===== src/source/cart_params.svh =====
`ifndef CART_PARAMS_SVH
`define CART_PARAMS_SVH

////////////////////////////////////////////////////////////
// sd controller register window, 7E00h-7EFFh

`define SDC_PAGE          8'h7E     // upper address byte of the window

`define SDC_ENABLE        8'h00     // rw, bit 0 unlocks the rest
`define SDC_CMD           8'h01     // wo, rstart / wstart / init
`define SDC_STATUS        8'h02     // ro, busy and error flags
`define SDC_SADDR         8'h03     // wo, 4 bytes of sector, lsb first
`define SDC_CTYPE         8'h0F     // ro, card type

////////////////////////////////////////////////////////////
// megaram mapper configuration

`define MEGARAM_PORT      8'h8F     // i/o port

`define MR_CODE_SCC       8'h05
`define MR_CODE_ASCII16   8'h16
`define MR_CODE_ASCII8    8'h08
// any other code selects plain konami

`endif

===== src/source/sdc_pkg.sv =====
package sdc_pkg;

    // bit 8 set for i/o space, low byte is the offset or the port
    typedef logic [8:0] wb_addr_t;

    typedef enum logic [1:0] {
        konami     = 2'd0,
        konami_scc = 2'd1,
        ascii16    = 2'd2,
        ascii8     = 2'd3
    } megaram_type_t;

    typedef logic [31:0] sd_sector_t;

    typedef logic [1:0] card_type_t;   // 0 unknown, 1 sdv1, 2 sdv2, 3 sdhc

    // layout of the STATUS readback
    typedef struct packed {
        logic       busy;
        logic [4:0] rsvd;
        logic       timeout;
        logic       crc;
    } sdc_status_t;

endpackage


===== src/source/msx_bus_pkg.sv =====
package msx_bus_pkg;

    typedef logic [15:0] bus_addr_t;   // z80 address
    typedef logic [7:0]  bus_byte_t;
    typedef logic [2:0]  dot_phase_t;  // eight phases per frame
    typedef logic [2:0]  msel_t;       // active low, one bit per byte group

    // mux select per byte group on mp
    localparam msel_t MSEL_ADDR_LO = 3'b110;   // a0-a7
    localparam msel_t MSEL_ADDR_HI = 3'b101;   // a8-a15
    localparam msel_t MSEL_CTRL    = 3'b011;   // control strobes
    localparam msel_t MSEL_NONE    = 3'b111;

    // control byte layout
    localparam int CTL_MERQ_BIT = 0;
    localparam int CTL_IORQ_BIT = 1;
    localparam int CTL_M1_BIT   = 7;

    // phases whose last cycle latches mp
    localparam dot_phase_t PH_CAP_LO   = 3'd1;
    localparam dot_phase_t PH_CAP_HI   = 3'd3;
    localparam dot_phase_t PH_CAP_CTRL = 3'd5;

endpackage


===== src/source/cart_io_top.sv =====
module cart_io_top
    import msx_bus_pkg::*;
    import sdc_pkg::*;
(
    input  logic          clk108_w,
    input  logic          reset_ram_n,
    input  bus_byte_t     mp,
    input  logic          rd_n,
    input  logic          wr_n,
    input  bus_byte_t     cd_in,
    input  logic          sd_busy,
    input  logic          sd_done,
    input  logic          sd_crc_error,
    input  logic          sd_timeout_error,
    input  card_type_t    sd_card_type,
    output msel_t         msel_n,
    output bus_byte_t     cd_out,
    output logic          cd_oe,
    output logic          sd_enabled,
    output logic          sd_rstart,
    output logic          sd_wstart,
    output logic          sd_init,
    output sd_sector_t    sd_sector,
    output megaram_type_t megaram_type,
    output logic          scc_enable
);

    // sampled access record
    logic      acc_valid;
    bus_addr_t acc_addr;
    logic      acc_iorq_n;
    logic      acc_merq_n;
    logic      acc_m1_n;
    logic      acc_rd_n;
    logic      acc_wr_n;
    logic      acc_end;

    // wishbone between decoder and register bank
    logic      wb_cyc;
    logic      wb_stb;
    logic      wb_we;
    wb_addr_t  wb_adr;
    bus_byte_t wb_dat_w;
    logic      wb_ack;
    bus_byte_t wb_dat_r;

    bus_sampler u_sampler (
        .clk108_w    (clk108_w),
        .reset_ram_n (reset_ram_n),
        .mp          (mp),
        .rd_n        (rd_n),
        .wr_n        (wr_n),
        .msel_n      (msel_n),
        .acc_valid   (acc_valid),
        .acc_addr    (acc_addr),
        .acc_iorq_n  (acc_iorq_n),
        .acc_merq_n  (acc_merq_n),
        .acc_m1_n    (acc_m1_n),
        .acc_rd_n    (acc_rd_n),
        .acc_wr_n    (acc_wr_n),
        .acc_end     (acc_end)
    );

    access_decoder u_decoder (
        .clk108_w    (clk108_w),
        .reset_ram_n (reset_ram_n),
        .acc_valid   (acc_valid),
        .acc_addr    (acc_addr),
        .acc_iorq_n  (acc_iorq_n),
        .acc_merq_n  (acc_merq_n),
        .acc_m1_n    (acc_m1_n),
        .acc_rd_n    (acc_rd_n),
        .acc_wr_n    (acc_wr_n),
        .acc_end     (acc_end),
        .wb_ack      (wb_ack),
        .wb_dat_r    (wb_dat_r),
        .cd_in       (cd_in),
        .wb_cyc      (wb_cyc),
        .wb_stb      (wb_stb),
        .wb_we       (wb_we),
        .wb_adr      (wb_adr),
        .wb_dat_w    (wb_dat_w),
        .cd_out      (cd_out),
        .cd_oe       (cd_oe)
    );

    sdc_regs u_regs (
        .clk108_w         (clk108_w),
        .reset_ram_n      (reset_ram_n),
        .wb_cyc           (wb_cyc),
        .wb_stb           (wb_stb),
        .wb_we            (wb_we),
        .wb_adr           (wb_adr),
        .wb_dat_w         (wb_dat_w),
        .sd_busy          (sd_busy),
        .sd_done          (sd_done),
        .sd_crc_error     (sd_crc_error),
        .sd_timeout_error (sd_timeout_error),
        .sd_card_type     (sd_card_type),
        .wb_ack           (wb_ack),
        .wb_dat_r         (wb_dat_r),
        .sd_enabled       (sd_enabled),
        .sd_rstart        (sd_rstart),
        .sd_wstart        (sd_wstart),
        .sd_init          (sd_init),
        .sd_sector        (sd_sector),
        .megaram_type     (megaram_type),
        .scc_enable       (scc_enable)
    );

endmodule


===== src/source/sdc_regs.sv =====
`include "cart_params.svh"

module sdc_regs
    import sdc_pkg::*;
(
    input  logic          clk108_w,
    input  logic          reset_ram_n,
    input  logic          wb_cyc,
    input  logic          wb_stb,
    input  logic          wb_we,
    input  wb_addr_t      wb_adr,
    input  logic [7:0]    wb_dat_w,
    input  logic          sd_busy,
    input  logic          sd_done,
    input  logic          sd_crc_error,
    input  logic          sd_timeout_error,
    input  card_type_t    sd_card_type,
    output logic          wb_ack,
    output logic [7:0]    wb_dat_r,
    output logic          sd_enabled,
    output logic          sd_rstart,
    output logic          sd_wstart,
    output logic          sd_init,
    output sd_sector_t    sd_sector,
    output megaram_type_t megaram_type,
    output logic          scc_enable
);

    logic        req;         // strobe seen, not yet acked
    logic        io_space;
    logic [7:0]  offset;
    logic        mem_wr;
    logic        io_wr;
    logic [7:0]  rd_byte;
    sdc_status_t status;

    assign req      = wb_cyc && wb_stb && !wb_ack;
    assign io_space = wb_adr[8];
    assign offset   = wb_adr[7:0];
    assign mem_wr   = req && wb_we && !io_space;
    assign io_wr    = req && wb_we && io_space && (offset == `MEGARAM_PORT);

    assign status = '{busy: sd_busy, rsvd: 5'b0, timeout: sd_timeout_error,
                      crc: sd_crc_error};

    always_ff @(posedge clk108_w or negedge reset_ram_n) begin
        if (!reset_ram_n) begin
            wb_ack <= 1'b0;
        end else begin
            wb_ack <= req;
        end
    end

    ////////////////////////////////////////////////////////////
    // sd control

    always_ff @(posedge clk108_w or negedge reset_ram_n) begin
        if (!reset_ram_n) begin
            sd_enabled <= 1'b0;
            sd_rstart  <= 1'b0;
            sd_wstart  <= 1'b0;
            sd_init    <= 1'b0;
            sd_sector  <= '0;
        end else begin
            if (sd_done) begin
                sd_rstart <= 1'b0;   // init is sticky
                sd_wstart <= 1'b0;
            end
            if (mem_wr && offset == `SDC_ENABLE) begin
                sd_enabled <= wb_dat_w[0];
            end else if (mem_wr && sd_enabled) begin
                case (offset)
                    `SDC_CMD: begin
                        sd_rstart <= sd_rstart | wb_dat_w[0];
                        sd_wstart <= sd_wstart | wb_dat_w[1];
                        sd_init   <= sd_init   | wb_dat_w[7];
                    end
                    `SDC_SADDR + 8'd0: sd_sector[7:0]   <= wb_dat_w;
                    `SDC_SADDR + 8'd1: sd_sector[15:8]  <= wb_dat_w;
                    `SDC_SADDR + 8'd2: sd_sector[23:16] <= wb_dat_w;
                    `SDC_SADDR + 8'd3: sd_sector[31:24] <= wb_dat_w;
                    default: ;
                endcase
            end
        end
    end

    // readback, locked registers read as ff
    always_comb begin
        rd_byte = 8'hFF;
        if (!io_space) begin
            if (offset == `SDC_ENABLE) begin
                rd_byte = {7'b0, sd_enabled};
            end else if (sd_enabled) begin
                case (offset)
                    `SDC_STATUS: rd_byte = status;
                    `SDC_CTYPE:  rd_byte = {6'b0, sd_card_type};
                    default:     rd_byte = 8'hFF;
                endcase
            end
        end
    end

    always_ff @(posedge clk108_w or negedge reset_ram_n) begin
        if (!reset_ram_n) begin
            wb_dat_r <= '0;
        end else if (req && !wb_we) begin
            wb_dat_r <= rd_byte;     // valid with ack
        end
    end

    ////////////////////////////////////////////////////////////
    // megaram config port

    always_ff @(posedge clk108_w or negedge reset_ram_n) begin
        if (!reset_ram_n) begin
            megaram_type <= konami;
            scc_enable   <= 1'b0;
        end else if (io_wr) begin
            scc_enable <= (wb_dat_w == `MR_CODE_SCC);
            case (wb_dat_w)
                `MR_CODE_SCC:     megaram_type <= konami_scc;
                `MR_CODE_ASCII16: megaram_type <= ascii16;
                `MR_CODE_ASCII8:  megaram_type <= ascii8;
                default:          megaram_type <= konami;
            endcase
        end
    end

endmodule


===== src/source/access_decoder.sv =====
`include "cart_params.svh"

module access_decoder
    import msx_bus_pkg::*;
    import sdc_pkg::*;
(
    input  logic      clk108_w,
    input  logic      reset_ram_n,
    input  logic      acc_valid,
    input  bus_addr_t acc_addr,
    input  logic      acc_iorq_n,
    input  logic      acc_merq_n,
    input  logic      acc_m1_n,
    input  logic      acc_rd_n,
    input  logic      acc_wr_n,
    input  logic      acc_end,
    input  logic      wb_ack,
    input  bus_byte_t wb_dat_r,
    input  bus_byte_t cd_in,
    output logic      wb_cyc,
    output logic      wb_stb,
    output logic      wb_we,
    output wb_addr_t  wb_adr,
    output bus_byte_t wb_dat_w,
    output bus_byte_t cd_out,
    output logic      cd_oe
);

    logic mem_hit;     // memory access inside the register page
    logic io_hit;      // config port write
    logic start;
    logic wb_busy;
    logic rd_done;

    assign mem_hit = !acc_merq_n && acc_iorq_n && acc_m1_n
                     && (acc_addr[15:8] == `SDC_PAGE);
    assign io_hit  = !acc_iorq_n && acc_m1_n && !acc_wr_n
                     && (acc_addr[7:0] == `MEGARAM_PORT);
    assign start   = acc_valid && (mem_hit || io_hit);
    assign rd_done = wb_busy && wb_ack && !wb_we;

    assign wb_cyc = wb_busy;
    assign wb_stb = wb_busy;

    ////////////////////////////////////////////////////////////
    // wishbone master, one transfer per access

    always_ff @(posedge clk108_w or negedge reset_ram_n) begin
        if (!reset_ram_n) begin
            wb_busy <= 1'b0;
            cd_oe   <= 1'b0;
        end else begin
            if (start) begin
                wb_busy <= 1'b1;
            end else if (wb_busy && wb_ack) begin
                wb_busy <= 1'b0;
            end
            if (acc_end) begin
                cd_oe <= 1'b0;
            end else if (rd_done) begin
                cd_oe <= 1'b1;       // drive bus until the z80 lets go
            end
        end
    end

    always_ff @(posedge clk108_w or negedge reset_ram_n) begin
        if (!reset_ram_n) begin
            wb_we    <= 1'b0;
            wb_adr   <= '0;
            wb_dat_w <= '0;
            cd_out   <= '0;
        end else begin
            if (start) begin
                wb_we    <= !acc_wr_n;
                wb_adr   <= {io_hit, acc_addr[7:0]};
                wb_dat_w <= cd_in;
            end
            if (rd_done) begin
                cd_out <= wb_dat_r;
            end
        end
    end

endmodule


===== src/source/bus_sampler.sv =====
module bus_sampler
    import msx_bus_pkg::*;
(
    input  logic      clk108_w,
    input  logic      reset_ram_n,
    input  bus_byte_t mp,
    input  logic      rd_n,
    input  logic      wr_n,
    output msel_t     msel_n,
    output logic      acc_valid,
    output bus_addr_t acc_addr,
    output logic      acc_iorq_n,
    output logic      acc_merq_n,
    output logic      acc_m1_n,
    output logic      acc_rd_n,
    output logic      acc_wr_n,
    output logic      acc_end
);

    dot_phase_t phase;
    bus_byte_t  addr_lo;
    bus_byte_t  addr_hi;
    logic       last_idle;    // previous frame had no rd or wr strobe
    logic       frame_idle;

    assign frame_idle = rd_n & wr_n;

    ////////////////////////////////////////////////////////////
    // dot sequencer

    always_ff @(posedge clk108_w or negedge reset_ram_n) begin
        if (!reset_ram_n) begin
            phase <= 3'd7;    // parks msel_n at none
        end else begin
            phase <= phase + 3'd1;
        end
    end

    // two cycles per byte group, last pair idle
    always_comb begin
        case (phase[2:1])
            2'b00:   msel_n = MSEL_ADDR_LO;
            2'b01:   msel_n = MSEL_ADDR_HI;
            2'b10:   msel_n = MSEL_CTRL;
            default: msel_n = MSEL_NONE;
        endcase
    end

    ////////////////////////////////////////////////////////////
    // byte capture

    always_ff @(posedge clk108_w or negedge reset_ram_n) begin
        if (!reset_ram_n) begin
            addr_lo  <= '0;
            addr_hi  <= '0;
            acc_addr <= '0;
        end else begin
            if (phase == PH_CAP_LO) begin
                addr_lo <= mp;
            end
            if (phase == PH_CAP_HI) begin
                addr_hi <= mp;
            end
            if (phase == PH_CAP_CTRL) begin
                acc_addr <= {addr_hi, addr_lo};
            end
        end
    end

    always_ff @(posedge clk108_w or negedge reset_ram_n) begin
        if (!reset_ram_n) begin
            acc_merq_n <= 1'b1;
            acc_iorq_n <= 1'b1;
            acc_m1_n   <= 1'b1;
            acc_rd_n   <= 1'b1;
            acc_wr_n   <= 1'b1;
            last_idle  <= 1'b1;
            acc_valid  <= 1'b0;
            acc_end    <= 1'b0;
        end else begin
            acc_valid <= 1'b0;
            acc_end   <= 1'b0;
            if (phase == PH_CAP_CTRL) begin
                acc_merq_n <= mp[CTL_MERQ_BIT];
                acc_iorq_n <= mp[CTL_IORQ_BIT];
                acc_m1_n   <= mp[CTL_M1_BIT];
                acc_rd_n   <= rd_n;
                acc_wr_n   <= wr_n;
                last_idle  <= frame_idle;
                // one record on the first busy frame, one end on the first idle one
                acc_valid  <= !frame_idle && last_idle;
                acc_end    <= frame_idle && !last_idle;
            end
        end
    end

endmodule


===== config.mk =====
export PLATFORM = sky130hd
export DESIGN_NAME = cart_io_top
export DESIGN_NICKNAME = d
export VERILOG_FILES = /design/src/source/sdc_pkg.sv /design/src/source/msx_bus_pkg.sv /design/src/source/cart_io_top.sv /design/src/source/sdc_regs.sv /design/src/source/access_decoder.sv /design/src/source/bus_sampler.sv
export VERILOG_INCLUDE_DIRS = /design/src /design/src/source
export SDC_FILE = /design/constraint.sdc
export NUM_CORES = 1
export LEC_CHECK = 0
export BUFFER_PORTS_ARGS = -buffer_cell sky130_fd_sc_hd__buf_4
export CORE_MARGIN = 3
export CORE_UTILIZATION = 35
export DETAILED_ROUTE_END_ITERATION = 7
export PLACE_DENSITY = 0.64
export SYNTH_ARGS = -nofsm -noshare
export SYNTH_HDL_FRONTEND = slang
export SYNTH_SLANG_ARGS = --single-unit

===== constraint.sdc =====
create_clock -name clk108_w -period 4.71 [get_ports clk108_w]
set_input_delay 0 -clock clk108_w [delete_from_list [all_inputs] [get_ports clk108_w]]
set_output_delay 0 -clock clk108_w [all_outputs]
set_load 0.05 [all_outputs]

# == Word level (Yosys, flattened, before mapping) ==
# Index checks and enable logic that the tools add are counted.
# op_classes
add_sub_neg,1
n_eq_ne,18
mux,20
bitwise_logic,5
reduce_logical,37
# ops
op,count
8-bit by 3-bit equality test with 1-bit output (second input constant),4
8-bit 2-to-1 mux,3
1-bit logical AND,19
8-bit by 2-bit equality test with 1-bit output (second input constant),2
8-bit by 4-bit equality test with 1-bit output (second input constant),2
8-bit equality test (second input constant),2
8-bit case mux with 2 select lines,1
3-bit AND reduction,5
1-bit 2-to-1 mux,14
3-bit case mux with 3 select lines,1
8-bit by 1-bit equality test with 1-bit output (second input constant),1
8-bit by 5-bit equality test with 1-bit output (second input constant),1
8-bit by 7-bit equality test with 1-bit output (second input constant),1
1-bit zero test,8
8-bit zero test,1
2-bit case mux with 3 select lines,1
2-bit nonzero test,2
3-bit by 1-bit adder with 3-bit output (second input constant),1
3-bit by 1-bit equality test with 1-bit output (second input constant),1
3-bit by 2-bit equality test with 1-bit output (second input constant),1
3-bit equality test (second input constant),1
1-bit bitwise OR,3
2-bit by 1-bit equality test with 1-bit output (second input constant),1
2-bit equality test (second input constant),1
4 further kinds,4
# word_totals
regBits,118

# == Depth between registers and ports, before layout ==
# logic_depth
ltp_word,7
mapped_depth,6

# == Hierarchy ==
# Synthesis repeated with hierarchy kept, for this count alone.
# unflattened
cells_unflattened,315
area_unflattened_um2,4790.8
# by_module_without_submodules
module,n_inst,cells_per_inst,area_per_inst_um2,seq_area_each_um2
sdc_regs,1,140,1923.1,1101.1
bus_sampler,1,102,1716.6,1087.3
access_decoder,1,73,1151.1,700.7

# == Least setup slack after synthesis ==
# No wires, ideal clock.
# synth_path
kind,register to register
start,reg u_regs.sd_enabled
end,reg u_regs.sd_sector[24]
setup_time_ns,0.125
t_arrival_ns,1.891
slack_ns,2.694
path_stages_with_launch,5
period_less_slack_ns,2.016
path_cell_list,dfrtp_1 > nor2b_1 > nand2_1 > nor4_4 > mux2_2
# synth_via
elab_chain_cells,2
# synth_rtl
element,line_no,source
"start, declared",sdc_regs.sv:20,"output logic sd_enabled,"
"start signal, assigned",sdc_regs.sv:70,sd_enabled <= wb_dat_w[0];
1-bit logical AND,sdc_regs.sv:71,end else if (mem_wr && sd_enabled) begin
3-bit AND reduction (no line),-,
"end signal, assigned",sdc_regs.sv:81,`SDC_SADDR + 8'd3: sd_sector[31:24] <= wb_dat_w;
"end, declared",sdc_regs.sv:24,"output sd_sector_t sd_sector,"
# Every way passes these cells.
# A chain may end at the register's enable or synchronous reset.

# == Final worst setup path ==
# layout_path
start,reg u_decoder.wb_adr[5]
end,reg u_regs.sd_sector[25]
# layout_via
elab_chain_cells,4
word_cells_on_any_way,5
classes_between,eq/ne: 1; bitwise: 1; reduce/logical: 3
# layout_rtl
element,line_no,source
"start, declared",access_decoder.sv:23,"output wb_addr_t wb_adr,"
"start signal, assigned",access_decoder.sv:75,"wb_adr <= {io_hit, acc_addr[7:0]};"
8-bit zero test (no line),-,
1-bit logical AND (no line),-,
1-bit inverter (no line),-,
3-bit AND reduction (no line) (*),-,
# Every way passes the cells marked *; elsewhere a longest branch is shown, timed or not.

==> results.yml <==
timing:
  post-route-period-util_pct: 44.0
  finalCriticalPeriod_ns: 2.07
  hold_viol: 0
  fin_worst_skew_ns: 0.00707
  slew_viol_final: 0
  tns_ns: 0
  worstMarginPinSlew_ns: 0.984
  rsz0062_at_grt: "no"
  maxSlewHeadroom_pct: 34.3
  fmax_ghz: 0.483
  layout_setup_ws_ns: 2.64
  final-setup-viol-count: 0
  holdWs_ns: 0.0380
setup_path:
  crit_chain: "nor4_4 > nand2_1 > nor4_4 > mux2_2"
  start_kind: "register"
  r2r_setup_slack_ns: 2.64
  cp_slowest_cell: "nor4_4"
  critical_path_required_ns: 4.94
  critical_path.most_common_cell: "nor4_4"
  critPathCaptureType: "register"
  critPathTopFamily: "simple AND/OR/NAND/NOR gates"
  worst-path-buf-inv: 0
  cp.arrival_ns: 2.30
  slowest_delay_ns: 0.53
  critical_path_class: "register to register"
  critPathMaxFanout: 8
grt:
  grt_start_max_net_pins: 74
  overflow: 0
  grt_pass1_wl_um: 15600
  grt_pass1_vias: 2994
  grt_util_all_layers_pct: 13.8
  antenna_found_initial: 0
final_layout:
  final_nets: 442
  instances_no_fill: 590
  num_antenna_cells: 0
  stdcell_area_sq_um: 5900
  syn_to_final_growth_pct: 27.3
  multi_input_area_sq_um: 1750
  fill_cells: 1140
  drive_gt1_share_pct: 49.0
  seqCellArea_sq_um: 2760
floorplan:
  die_h_um: 121
  core-area_sq_um: 12800
  die-area_sq_um: 14700
  row_count: 41
  initial_core_util_pct: 36.3
  io_pins: 77
  fp.dieW_um: 121
clock_network:
  clk_pin_slew_ns: 0.07
  cts.sinks: 110
  cts_buffers: 9
  h-tree-depth: 3
  clk_latency_ns: 0.35
  clockBufferDepth: 2
  clock-root-buffer: "clkbuf_16"
  cts-resized-gates: 0
  cts_tree: "built"
logic_synthesis:
  synth.area.mux_share_pct: 23.9
  async_reset_ff_share_pct: 100
  synth.net_count: 348
  yosys_warnings: 0
  synth_most_common_cell: "dfrtp_1"
  synth_top_area_share_pct: 55.0
  synth_top_family_by_area: "multiplexers"
  synth_area_per_cell_sq_um: 14.5
  synth_xor_area_share_pct: 0
  synth-seq-cells: 110
  yosys.area_share.adder_pct: 0.809
  yosys-top-cells-area: "dfrtp_1 55%, mux2_2 18%, mux2_4 5.2%"
  seq_area_frac_synth_pct: 59.6
  synth_top_area_cell: "dfrtp_1"
  synth_edf_count: 0
  synth_cells: 319
  synth_cell_types: 44
  yosys.area_share.simple_pct: 10.2
  synth-compound-area-share_pct: 2.97
  synth_flop_cell: "dfrtp_1"
  yosys-top-cells-count: "102 x dfrtp_1, 76 x mux2_2, 23 x nand2_1"
  synthesis.area_sq_um: 4640
pwr:
  ir_drop_uv: 212
  powerDensity_nw_per_um2: 328
  p_leak_uw: 0.00288
route:
  vias_per_cell: 4.72
  route.detailed.drc: 0
  routed_wl_um: 9340
  dr.first_iter.drc_count: 100
  vias: 2783
  drt_first_pass_iters: 4
  antenna_left: 0
  wl_per_cell_um: 15.8
placed_design:
  placed_area_sq_um: 5340
  globalplace.congestion: 0.814
  io_buffers: 76
  place_inst: 553
  dp.final_hpwl_um: 6560
  place_ws_ns: 2.64
flow_run:
  cap_violations: 0
min_path:
  hold_class: "input pin to register"
status:
  outcome: "complete, no violations"
==> per-stage QoR <==
step | utilization, % | power [uW]
2_1_floorplan | - | 1020
3_3_place_gp | 41.8 | 1070
3_5_place_dp | 41.8 | 1070
4_1_cts | 46.2 | 1960
5_1_grt | 46.2 | 2010
6_report | 46.2 | 1940
==> cell families after synthesis <==
family	after synthesis
AO/OA/AOI/OAI	16
adder cells (fa/ha/maj)	3
buffers and inverters	24
flip-flops	110
multiplexers	93
AND/OR/NAND/NOR	73
==> final cells by class <==
type | instances | area share (%)
clock inverters | 5 | 1.80
well taps | 172 | 3.65
multi-input cells | 185 | 29.7
flip-flops and latches | 110 | 46.8
inverters | 9 | 0.572
repair buffers | 98 | 13.4
clock buffers | 11 | 4.11
==> final timing paths <==
kind,startpoint,to,cells past startpoint
setup / recovery,u_decoder.wb_adr[5]$_DFFE_PN0P_,u_regs.sd_sector[25]$_DFFE_PN0P_,4
hold / removal,sd_crc_error,u_regs.wb_dat_r[0]$_DFFE_PN0P_,4
setup reg to reg,u_decoder.wb_adr[5]$_DFFE_PN0P_,u_regs.sd_sector[25]$_DFFE_PN0P_,4
hold reg to reg,u_sampler.acc_end$_DFF_PN0_,u_decoder.cd_oe$_DFFE_PN0P_,1
max in group asynchronous,reset_ram_n,u_sampler.acc_merq_n$_DFFE_PN1P_,3
min in group asynchronous,reset_ram_n,u_regs.sd_sector[23]$_DFFE_PN0P_,2
==> worst reg2reg max path: stages (launching register included) <==
cell	delay, ns
dfrtp_1	0.42
nor4_4	0.34
nand2_1	0.26
nor4_4	0.53
mux2_2	0.41
==> metal layers <==
layer | track usage, % | up-vias | part of all wire [%]
met5 | 0 | - | 0
met4 | 5.10 | 0 | 1.8
met3 | 3.64 | 13 | 3.4
met2 | 22.0 | 37 | 50
met1 | 18.1 | 1407 | 45
li1 | - | 1326 | -
==> placed cells by master (no fill, tap or decap), types with 3 or more instances in the layout <==
cell type	netlist	layout
dfrtp_1	102	102
buf_4	4	77
mux2_2	76	76
nand2_1	23	23
dlygate4sd3_1	0	21
mux2_4	16	16
inv_1	9	9
clkbuf_16	0	9
dfstp_2	8	8
nor2b_1	7	7
nor2_1	7	7
nor3_1	5	5
nand4_1	5	5
nand3_1	4	4
nor4_4	3	3
ha_1	3	3
bufinv_16	0	3
==> timing repair <==
action / 4_1_cts / 5_1_grt
setup buffers: 0 / 0
hold endpoints to repair: 106 / 0
hold buffers: 21 / 0
==> state kept, by name (all words and copies together), names as in the netlist, 2 cells and up <==
name                 cells
u_decoder.cd_out         4
u_decoder.wb_adr         9
u_decoder.wb_dat_w       8
u_regs.megaram_type      2
u_regs.sd_sector        32
u_regs.wb_dat_r          4
u_sampler.acc_addr      16
u_sampler.addr_hi        8
u_sampler.addr_lo        8
u_sampler.phase          3
==> where the power goes <==
| group | total [uW] | internal [uW] | switching, uW |
|---|---|---|---|
| Clock | 869 | 535 | 334 |
| Sequential | 987 | 967 | 20.3 |
| Combinational | 79.7 | 45.2 | 34.4 |
| Total | 1940 | 1550 | 388 |
Power figures use the tool's default switching activity.
